===== src/source/intc_pkg.sv =====
// Interrupt controller constants
`default_nettype none

package intc_pkg;

    // Source count and field widths
    localparam int N_SRC = 8;
    localparam int PRIO_W = 3;
    localparam int ID_W = 3;

    // Input synchronizer depth
    localparam int SYNC_STAGES = 2;

    // Register map, byte addresses on the APB bus

    // Mask, one bit per source, 1 blocks the source
    localparam logic [7:0] ADDR_MASK = 8'h00;

    // Priorities, source k in bits 3k+2..3k
    localparam logic [7:0] ADDR_PRIO = 8'h04;

    // Trigger mode, 1 for rising edge and 0 for level
    localparam logic [7:0] ADDR_MODE = 8'h08;

    // Pending bits, writing ones clears latched edges
    localparam logic [7:0] ADDR_PENDING = 8'h0C;

    // Claim word, valid in bit 8 and id in bits 2..0
    localparam logic [7:0] ADDR_CLAIM = 8'h10;

endpackage

`default_nettype wire


===== src/source/intc_regs.sv =====
// APB register block
`timescale 1ns/1ps
`default_nettype none

module intc_regs
    import intc_pkg::*;
(
    input  wire logic                      clock,
    input  wire logic                      resetn,

    // APB slave side, no wait states
    input  wire logic                      psel,
    input  wire logic                      penable,
    input  wire logic                      pwrite,
    input  wire logic [7:0]                paddr,
    input  wire logic [31:0]               pwdata,
    output logic      [31:0]               prdata,

    // Status coming back for readback
    input  wire logic [N_SRC-1:0]          pending,
    input  wire logic                      irq,
    input  wire logic [ID_W-1:0]           irq_id,

    // Configuration to capture and resolver
    output logic      [N_SRC-1:0]          mask,
    output logic      [N_SRC*PRIO_W-1:0]   priority_config,
    output logic      [N_SRC-1:0]          edge_mode,
    output logic      [N_SRC-1:0]          clear_pending
);

    logic        wr_en;
    logic [31:0] claim_word;

    // Writes land at the edge that closes the access phase
    assign wr_en = psel && penable && pwrite;

    // Write-one-to-clear strobe, lasts exactly the access cycle
    assign clear_pending = (wr_en && (paddr == ADDR_PENDING))
        ? pwdata[N_SRC-1:0] : '0;

    // Configuration registers
    // Everything starts masked, at priority 0 and in level mode
    always_ff @(posedge clock or negedge resetn) begin
        if (!resetn) begin
            mask <= '1;
            priority_config <= '0;
            edge_mode <= '0;
        end else if (wr_en) begin
            case (paddr)
                ADDR_MASK: begin
                    mask <= pwdata[N_SRC-1:0];
                end
                ADDR_PRIO: begin
                    priority_config <= pwdata[N_SRC*PRIO_W-1:0];
                end
                ADDR_MODE: begin
                    edge_mode <= pwdata[N_SRC-1:0];
                end
                default: begin
                    // Pending is handled by the strobe, the rest is read only
                end
            endcase
        end
    end

    // Claim word from the live resolver output
    always_comb begin
        claim_word = '0;
        claim_word[8] = irq;
        claim_word[ID_W-1:0] = irq_id;
    end

    // Read multiplexer
    // Unimplemented bits and unmapped addresses return zero
    always_comb begin
        prdata = '0;
        case (paddr)
            ADDR_MASK: begin
                prdata[N_SRC-1:0] = mask;
            end
            ADDR_PRIO: begin
                prdata[N_SRC*PRIO_W-1:0] = priority_config;
            end
            ADDR_MODE: begin
                prdata[N_SRC-1:0] = edge_mode;
            end
            ADDR_PENDING: begin
                prdata[N_SRC-1:0] = pending;
            end
            ADDR_CLAIM: begin
                prdata = claim_word;
            end
            default: begin
                prdata = '0;
            end
        endcase
    end

endmodule

`default_nettype wire


===== src/source/irq_capture.sv =====
// Source synchronizer and pending capture
`timescale 1ns/1ps
`default_nettype none

module irq_capture
    import intc_pkg::*;
(
    input  wire logic             clock,
    input  wire logic             resetn,
    input  wire logic [N_SRC-1:0] sources,
    input  wire logic [N_SRC-1:0] edge_mode,
    input  wire logic [N_SRC-1:0] clear_pending,
    output logic      [N_SRC-1:0] pending
);

    // Synchronizer chain, stage 0 faces the asynchronous inputs
    logic [N_SRC-1:0] sync_q [SYNC_STAGES];
    logic [N_SRC-1:0] sync_out;
    logic [N_SRC-1:0] sync_prev;
    logic [N_SRC-1:0] rise;

    assign sync_out = sync_q[SYNC_STAGES-1];

    // Rising edge seen on the synchronized side only
    assign rise = sync_out & ~sync_prev;

    always_ff @(posedge clock or negedge resetn) begin
        if (!resetn) begin
            for (int s = 0; s < SYNC_STAGES; s++) begin
                sync_q[s] <= '0;
            end
            sync_prev <= '0;
        end else begin
            sync_q[0] <= sources;
            for (int s = 1; s < SYNC_STAGES; s++) begin
                sync_q[s] <= sync_q[s-1];
            end
            sync_prev <= sync_out;
        end
    end

    // Pending bits
    // Level sources mirror the input, edge sources latch until cleared
    always_ff @(posedge clock or negedge resetn) begin
        if (!resetn) begin
            pending <= '0;
        end else begin
            for (int k = 0; k < N_SRC; k++) begin
                if (edge_mode[k]) begin
                    // A new edge in the clear cycle keeps the bit set
                    pending[k] <= (pending[k] && !clear_pending[k]) || rise[k];
                end else begin
                    pending[k] <= sync_out[k];
                end
            end
        end
    end

endmodule

`default_nettype wire


===== src/source/priority_resolver.sv =====
// Pipelined priority resolver
`timescale 1ns/1ps
`default_nettype none

module priority_resolver
    import intc_pkg::*;
(
    input  wire logic                    clock,
    input  wire logic                    resetn,
    input  wire logic [N_SRC-1:0]        pending,
    input  wire logic [N_SRC-1:0]        mask,
    input  wire logic [N_SRC*PRIO_W-1:0] priority_config,
    output logic                         irq,
    output logic      [ID_W-1:0]         irq_id
);

    localparam int HALF = N_SRC / 2;

    // Stage 1 registers
    logic [N_SRC-1:0]  req_q;
    logic [PRIO_W-1:0] prio_q [N_SRC];

    // Per-half search results, index 0 is sources 0-3
    logic              half_found [2];
    logic [PRIO_W-1:0] half_prio [2];
    logic [ID_W-1:0]   half_idx [2];

    // Stage 2 registers
    logic              s2_found [2];
    logic [PRIO_W-1:0] s2_prio [2];
    logic [ID_W-1:0]   s2_idx [2];

    // Stage 1, qualified requests
    always_ff @(posedge clock or negedge resetn) begin
        if (!resetn) begin
            req_q <= '0;
        end else begin
            req_q <= pending & ~mask;
        end
    end

    // Stage 1, unpacked priorities
    always_ff @(posedge clock) begin
        for (int k = 0; k < N_SRC; k++) begin
            prio_q[k] <= priority_config[k*PRIO_W +: PRIO_W];
        end
    end

    // Winner of each half
    // Scanning upward with a strict compare keeps the lower index on ties;
    // the first request found is taken even at priority 0
    always_comb begin
        for (int h = 0; h < 2; h++) begin
            half_found[h] = 1'b0;
            half_prio[h] = '0;
            half_idx[h] = '0;
            for (int k = h * HALF; k < (h + 1) * HALF; k++) begin
                if (req_q[k] && (!half_found[h] || (prio_q[k] > half_prio[h]))) begin
                    half_found[h] = 1'b1;
                    half_prio[h] = prio_q[k];
                    half_idx[h] = ID_W'(k);
                end
            end
        end
    end

    // Stage 2, found flags
    always_ff @(posedge clock or negedge resetn) begin
        if (!resetn) begin
            s2_found[0] <= 1'b0;
            s2_found[1] <= 1'b0;
        end else begin
            s2_found[0] <= half_found[0];
            s2_found[1] <= half_found[1];
        end
    end

    // Stage 2, winner payload
    always_ff @(posedge clock) begin
        for (int h = 0; h < 2; h++) begin
            s2_prio[h] <= half_prio[h];
            s2_idx[h] <= half_idx[h];
        end
    end

    // Stage 3, final merge
    // Upper half needs a strictly higher priority to win
    always_ff @(posedge clock or negedge resetn) begin
        if (!resetn) begin
            irq <= 1'b0;
            irq_id <= '0;
        end else begin
            irq <= s2_found[0] || s2_found[1];
            if (s2_found[1] && (!s2_found[0] || (s2_prio[1] > s2_prio[0]))) begin
                irq_id <= s2_idx[1];
            end else if (s2_found[0]) begin
                irq_id <= s2_idx[0];
            end else begin
                irq_id <= '0;
            end
        end
    end

endmodule

`default_nettype wire


===== src/source/intc_top.sv =====
// Interrupt controller top level
`timescale 1ns/1ps
`default_nettype none

module intc_top
    import intc_pkg::*;
(
    input  wire logic             clock,
    input  wire logic             resetn,
    input  wire logic             psel,
    input  wire logic             penable,
    input  wire logic             pwrite,
    input  wire logic [7:0]       paddr,
    input  wire logic [31:0]      pwdata,
    output wire logic [31:0]      prdata,
    input  wire logic [N_SRC-1:0] sources,
    output wire logic             irq,
    output wire logic [ID_W-1:0]  irq_id
);

    wire logic [N_SRC-1:0]        mask;
    wire logic [N_SRC*PRIO_W-1:0] priority_config;
    wire logic [N_SRC-1:0]        edge_mode;
    wire logic [N_SRC-1:0]        clear_pending;
    wire logic [N_SRC-1:0]        pending;

    intc_regs u_regs (
        .clock           (clock),
        .resetn          (resetn),
        .psel            (psel),
        .penable         (penable),
        .pwrite          (pwrite),
        .paddr           (paddr),
        .pwdata          (pwdata),
        .prdata          (prdata),
        .pending         (pending),
        .irq             (irq),
        .irq_id          (irq_id),
        .mask            (mask),
        .priority_config (priority_config),
        .edge_mode       (edge_mode),
        .clear_pending   (clear_pending)
    );

    irq_capture u_capture (
        .clock         (clock),
        .resetn        (resetn),
        .sources       (sources),
        .edge_mode     (edge_mode),
        .clear_pending (clear_pending),
        .pending       (pending)
    );

    priority_resolver u_resolver (
        .clock           (clock),
        .resetn          (resetn),
        .pending         (pending),
        .mask            (mask),
        .priority_config (priority_config),
        .irq             (irq),
        .irq_id          (irq_id)
    );

endmodule

`default_nettype wire


===== config.mk =====
export PLATFORM = sky130hd
export DESIGN_NAME = intc_top
export DESIGN_NICKNAME = d
export VERILOG_FILES = /design/src/source/intc_pkg.sv /design/src/source/intc_regs.sv /design/src/source/irq_capture.sv /design/src/source/priority_resolver.sv /design/src/source/intc_top.sv
export SDC_FILE = /design/constraint.sdc
export NUM_CORES = 1
export LEC_CHECK = 0
export CAP_MARGIN = 20
export CORE_MARGIN = 8
export CORE_UTILIZATION = 45
export CTS_CLUSTER_SIZE = 28
export DETAILED_ROUTE_END_ITERATION = 8
export DONT_BUFFER_PORTS = 1
export PLACE_DENSITY = 0.59
export SYNTH_ARGS = -nofsm -noshare
export SYNTH_HDL_FRONTEND = slang
export SYNTH_SLANG_ARGS = --single-unit

===== constraint.sdc =====
create_clock -name clock -period 6 [get_ports clock]
set_clock_uncertainty 0.15 [all_clocks]
set_input_delay 0.3 -clock clock [delete_from_list [all_inputs] [get_ports clock]]
set_output_delay 0.3 -clock clock [all_outputs]
set_load 0.005 [all_outputs]

==> metrics.txt, run 1 <==
sw frac=about a fifth; Synth-to-Final Area Change=19.2%; CTS sink cnt=approximately 120; Die Wd=approximately 120 um; MaxCap Viol Count=0; post-route cell area=6070 um^2; DR vias=3160; # rows=39; vias in the first global route=3289; Skew-Pair Late Insertion Delay=0.41 ns; core box area=approximately 11000 um^2; pwr/cell area=313 nW/um^2; first-pass GRT wire length=about 17 mm; Crit Path Category=register to register; Fillers=between 900 and 1000; Seq pwr share=46.1%; GRT overflow=0; Top-Level Pins=89; Hold Vio Cnt, Final=0; Clock Power Share=47.3%; Placed Cells=between 500 and 600; # port buffers=0; post-synthesis sequential area ratio=56.2%; CP max FO=11; Multi-input gate area=about 2100 um^2; Psw=0.405 mW; Area contributors post-synth=dfrtp_1 38%, dfxtp_1 14%, mux2_4 5.9%; Slew headroom=a little under a third; CTS tree=built; DRC errors left=0; CTS Hold Bufs=34; Peak VDD IR=0.000182 V; Die Y=122 um; drt wl/cell=17.2 um; Longest Clk Path Bufs=2; Setup violations, final=0; status=completed; H-tree level count=4; Leakage Power=around 2.8 nW; Critical Path AT=5.05 ns; Layout Cells excl Fill=606; CTS root buffer=clkbuf_16; area leader, netlist=dfrtp_1; Post-synth top flop=dfrtp_1; area occupied by registers=~2900 um^2; critical path endpoint category=register; GR Util All Layers=between 15 and 20%; fmax=0.203 GHz; # nets final=roughly 520; DRT iter0 DRCs=126; Setup Fix Bufs, Post-CTS=0; Tcrit/Tclk final=between 80 and 90%; Syn Area/Cell=approximately 13 um^2; fin crit period=about 5 ns; TritonCTS Buffers=17; Syn Std Cell Area=5090 um^2; Synth warnings=0; gpl congestion=0.801; Combinational Power Share=under 10%; final wirelength=10.5 mm; Via density=5.21; dpl cell area=5170 um^2; Slew Limit Fails=0; Final HPWL DP=7.25 mm; reg2reg setup slack=between 1 and 1.5 ns; post-CTS resize count=0; Distinct cells, synth=between 40 and 50; Worst-Margin Slew=a little over 1 ns; drt first pass iters=4; worst hold path class=register to register; largest net degree at the start of global routing=87; Post-Synthesis Cells=407; Post-synth EDFFs=0; Seq cells post-synth=121; number of nets with antenna violations after detailed routing=0; WP data required=6.12 ns; setup TNS=0 ns; CTS clock-pin slew for the worst setup and hold paths=0.05 ns; Startpoint Class=register; Initial Utilization=45.4%; Die Area=approximately 15000 um^2; share of layout cells above drive strength 1=around 18%; top cell type's share of synthesized area=38.3%; asr flop ratio synth=a little under three quarters; initial antenna violation count=0; Int Pwr=1.50 mW; antenna diode instance count=0; RSZ-0062 raised after global routing=no
[cell usage in the layout (no fill, tap or decap), types with 2 or more instances in the layout]
cell,count
and3_1,5
a32oi_1,8
clkbuf_8,5
nand2_1,27
clkinv_2,2
clkbuf_1,8
a21o_1,4
o21ai_0,5
a211oi_1,6
dfxtp_1,35
clkbuf_16,17
and2_1,20
ha_1,21
o22ai_1,8
nand2b_1,7
nor2_1,16
dlygate4sd3_1,33
a32o_1,10
nor2b_1,11
mux2_4,20
dfstp_2,8
nand3b_1,7
a21bo_2,2
nand3_1,3
inv_1,16
conb_1,8
mux2i_1,16
a21oi_1,13
or2_2,2
mux2_2,21
nor3b_1,5
dfrtp_1,78
o21a_1,2
nor3_1,2
[path summary, 6_finish.rpt]
check	startpoint	end	cells after the start
max in group asynchronous	resetn	u_regs.mask[2]$_DFFE_PN1P_	2
min in group asynchronous	resetn	u_regs.priority_config[22]$_DFFE_PN0P_	2
worst min register to register	u_capture.sync_q[13]$_DFF_PN0_	u_capture.sync_out[5]$_DFF_PN0_	0
worst min-delay path	u_capture.sync_q[13]$_DFF_PN0_	u_capture.sync_out[5]$_DFF_PN0_	0
worst max register to register	u_resolver.req_q[0]$_DFF_PN0_	u_resolver.s2_prio[0][1]$_DFF_P_	18
worst max-delay path	u_resolver.req_q[0]$_DFF_PN0_	u_resolver.s2_prio[0][1]$_DFF_P_	18
[cells by family after synthesis]
| family | synth area share (%) |
|---|---|
| multiplexers | 13.7 |
| other | 0.0737 |
| buffers and inverters | 3.56 |
| flip-flops | 56.2 |
| AND/OR/NAND/NOR | 12.5 |
| AO/OA/AOI/OAI | 8.82 |
| adder cells (fa/ha/maj) | 5.16 |
[per-layer routing]
metal  vias up  part of all wire, %  GRT usage, %
li1       1513                    -             -
met1      1549                   46          19.0
met2        82                   45          22.5
met3        16                  7.0          5.34
met4         0                  1.8          7.31
met5         -                    0             0
[critical path, stage by stage (launching register included)]
cell	delay [ns]
dfrtp_1	0.43
nand2_1	0.08
ha_1	0.32
and3_1	0.19
a21oi_1	0.16
a21boi_0	0.17
a32oi_1	0.33
ha_1	0.32
a21oi_1	0.15
a21oi_1	0.08
o21ai_0	0.79
nor2_1	0.10
a21o_1	0.19
ha_1	0.32
a21oi_1	0.16
a32oi_1	0.08
o21ai_1	0.39
and2_1	0.27
a211oi_1	0.11
[cell usage after synthesis (6+ instances only)]
master / instances
inv_1: 16
dfxtp_1: 35
a21oi_1: 13
mux2_2: 21
mux2i_1: 16
a32oi_1: 8
dfstp_2: 8
dfrtp_1: 78
and2_1: 20
o22ai_1: 8
nand3b_1: 7
nand2_1: 27
nor2_1: 16
buf_4: 8
nand2b_1: 7
a32o_1: 10
ha_1: 21
mux2_4: 20
nor2b_1: 11
a211oi_1: 6
[layout make-up]
type / count / area share, %
Tap cell: 143 / 2.95
Inverter: 16 / 0.990
Clock inverter: 2 / 0.165
Multi-Input combinational cell: 260 / 34.2
Clock buffer: 30 / 8.64
Sequential cell: 121 / 47.2
Timing Repair Buffer: 34 / 5.90
[sequential cells by signal (all words and copies together), names as in the netlist]
name	cells
u_regs.priority_config	24
u_resolver.prio_q	24
u_capture.pending	8
u_capture.sync_out	8
u_capture.sync_prev	8
u_capture.sync_q	8
u_regs.edge_mode	8
u_regs.mask	8
u_resolver.req_q	8
u_resolver.s2_prio	6
u_resolver.s2_idx	5
u_resolver.irq_id	3
u_resolver.s2_found	2
u_resolver.irq	1
[power by group through the flow]
| stage | registers, mW | clock network (mW) | logic, mW |
|---|---|---|---|
| 3_5_place_dp | 0.890 | 0 | 0.0929 |
| 2_1_floorplan | 0.880 | 0 | 0.0826 |
| 4_1_cts | 0.877 | 0.920 | 0.127 |
| 5_1_grt | 0.880 | 0.957 | 0.141 |
| 3_3_place_gp | 0.889 | 0 | 0.0886 |
| 6_report | 0.876 | 0.899 | 0.125 |
[stage by stage]
step	power, mW	util [%]	hold slack [ns]	worst slack, ns
2_1_floorplan	0.963	-	-0.146	1.71
3_3_place_gp	0.978	46.1	-0.143	1.23
3_5_place_dp	0.983	46.1	-0.142	1.12
4_1_cts	1.92	54.1	0.197	1.12
5_1_grt	1.98	54.1	0.198	0.585
6_report	1.90	54.1	0.195	1.07
No activity file was read; power rests on OpenSTA's default activity.
==> run 2: changes to the inputs <==
- clock period: 6 -> 4.65 ns (I/O delays scaled with it)
==> metrics.txt, run 2 (same netlist as run 1, synthesis figures left out) <==
Longest Clk Path Bufs=2; Via density=5.20; Slew headroom=62.3%; first-pass GRT wire length=17.1 mm; biggest regs=u_regs.priority_config (24), u_resolver.prio_q (24); Psw=~0.52 mW; fmax=0.233 GHz; reg2reg path depth=19; Crit Path Category=register to register; core box area=11200 um^2; pwr/cell area=393 nW/um^2; CTS root buffer=clkbuf_16; Worst-Margin Slew=between 0.5 and 0.6 ns; TritonCTS Buffers=17; Die Wd=122 um; most used cell, CP=ha_1; number of nets with antenna violations after detailed routing=0; origin of the worst setup path=u_resolver.req_q[4]$_DFF_PN0_; Critical Path AT=4.46 ns; # port buffers=0; # rows=39; fin crit period=4.29 ns; CTS sink cnt=121; GR Util All Layers=15.1%; most frequent cells in the layout=78 x dfrtp_1, 35 x dfxtp_1, 33 x dlygate4sd3_1, 27 x nand2_1; sw frac=21.7%; H-tree level count=4; r2r startpoint=u_resolver.req_q[4]$_DFF_PN0_; Seq pwr share=a little under half; final wirelength=10.7 mm; GRT overflow=0; Fillers=951; Min-Delay Startpoint=paddr[3]; vias in the first global route=3323; status=completed; initial antenna violation count=0; CP max FO=7; slowest cell on the critical path=dfrtp_1; Hold Vio Cnt, Final=0; worst hold stages=3; critical path endpoint category=register; worst hold path class=input pin to register; critical-path cell list=nand2_1 > ha_1 > a21oi_1 > a21oi_2 > nand2b_1 > a32oi_2 > ha_1 > nor2b_1 > o311ai_2 > a21bo_2 > nor2_1 > a21o_1 > ha_1 > nand3b_1 > a32oi_1 > o21ai_0 > buf_4 > and2_1 > a211oi_1; Tcrit/Tclk final=92.3%; antenna diode instance count=0; Final HPWL DP=7.29 mm; reg-to-reg endpoint=u_resolver.s2_prio[0][4]$_DFF_P_; Leakage Power=2.77 nW; largest net degree at the start of global routing=87; Die Area=15000 um^2; Top-Level Pins=89; Setup crit end=u_resolver.s2_prio[0][4]$_DFF_P_; slowest cell delay on critical path=0.43 ns; DRT iter0 DRCs=approximately 180; Startpoint Class=register; Synth-to-Final Area Change=19.7%; WP data required=4.82 ns; critical path's top delay family=compound AO/OA/AOI/OAI gates; Int Pwr=1.87 mW; CP bufs+invs=1; CTS tree=built; Slew Limit Fails=0; critical path depth=19; Skew-Pair Late Insertion Delay=between 0.4 and 0.5 ns; Clock Power Share=45.8%; drt first pass iters=4; drt wl/cell=approximately 18 um; MaxCap Viol Count=0; overall power=2.39 mW; DRC errors left=0; DR vias=3171; Peak VDD IR=0.000232 V; gpl congestion=0.826; Combinational Power Share=under 10%; dpl ws=roughly 0.06 ns; commonest non-fill, non-tap cell in the layout=dfrtp_1; share of layout cells above drive strength 1=a little under a fifth; worst setup margin=roughly 0.36 ns; Die Y=122 um; CTS clock-pin slew for the worst setup and hold paths=0.05 ns; Initial Utilization=45.4%; reg2reg setup slack=between 0.3 and 0.4 ns; Setup violations, final=0; Fin Hold WS=0.169 ns; # nets final=528
[run 2: cell count changes in the layout (fill, tap and decap cells not counted), sizes merged]
cell	previous run	this run
clkinv	2	4
clkbuf	30	28
a21bo	2	3
buf	1	4
[run 2: power groups by stage]
stage | Combinational [mW] | Clock, mW | Sequential (mW)
6_report | 0.166 | 1.10 | 1.13
3_3_place_gp | 0.115 | 0 | 1.15
5_1_grt | 0.188 | 1.18 | 1.14
4_1_cts | 0.163 | 1.13 | 1.13
2_1_floorplan | 0.107 | 0 | 1.14
3_5_place_dp | 0.119 | 0 | 1.15
[run 2: layout make-up]
type                    instances  area (um^2)  area share, %
clock buffers                  28          477           7.83
clock inverters                 4         20.0          0.329
inverters                      16         60.1          0.986
multi-input cells             261         2110           34.7
flip-flops and latches        121         2860           47.0
well taps                     143          179           2.94
repair buffers                 37          380           6.24
[run 2: per-stage QoR]
step	cell area, um^2	instances	setup TNS (ns)	utilization, %
after floorplan	5120	414	0	-
after global placement	5190	542	0	46.2
after detailed placement	5190	542	0	46.2
after CTS	6040	608	0	53.9
after global routing	6090	610	-0.0612	54.3
final	6090	610	0	54.3
[run 2: worst min-delay path by stage]
stage | endpoint | slack (ns)
detailed placement | u_regs.priority_config[12]$_DFFE_PN0P_ | -0.21
finish | u_regs.edge_mode[6]$_DFFE_PN0P_ | 0.17
global route | u_regs.edge_mode[6]$_DFFE_PN0P_ | 0.17
floorplan | u_capture.pending[0]$_DFF_PN0_ | -0.21
global placement | u_regs.priority_config[12]$_DFFE_PN0P_ | -0.21
CTS | u_regs.edge_mode[6]$_DFFE_PN0P_ | 0.15
[run 2: metal layers]
layer	global-route usage, %	part of all wire, %	vias up
li1	-	-	1528
met4	6.78	1.5	0
met5	0	0	-
met2	22.4	46	89
met1	19.3	46	1542
met3	5.66	7.0	12
[run 2: tightest hold or removal path, stage by stage]
cell and delay (ns):
nand2_1 0.12, nor2_4 0.10, mux2_2 0.23
[run 2: repair_timing]
| action | 4_1_cts | 5_1_grt |
|---|---|---|
| endpoints found under the hold margin | 142 | 0 |
| resized for setup | 0 | 6 |
| hold buffers | 34 | 0 |
| buffers inserted | 0 | 1 |
| setup endpoints to repair | 0 | 8 |
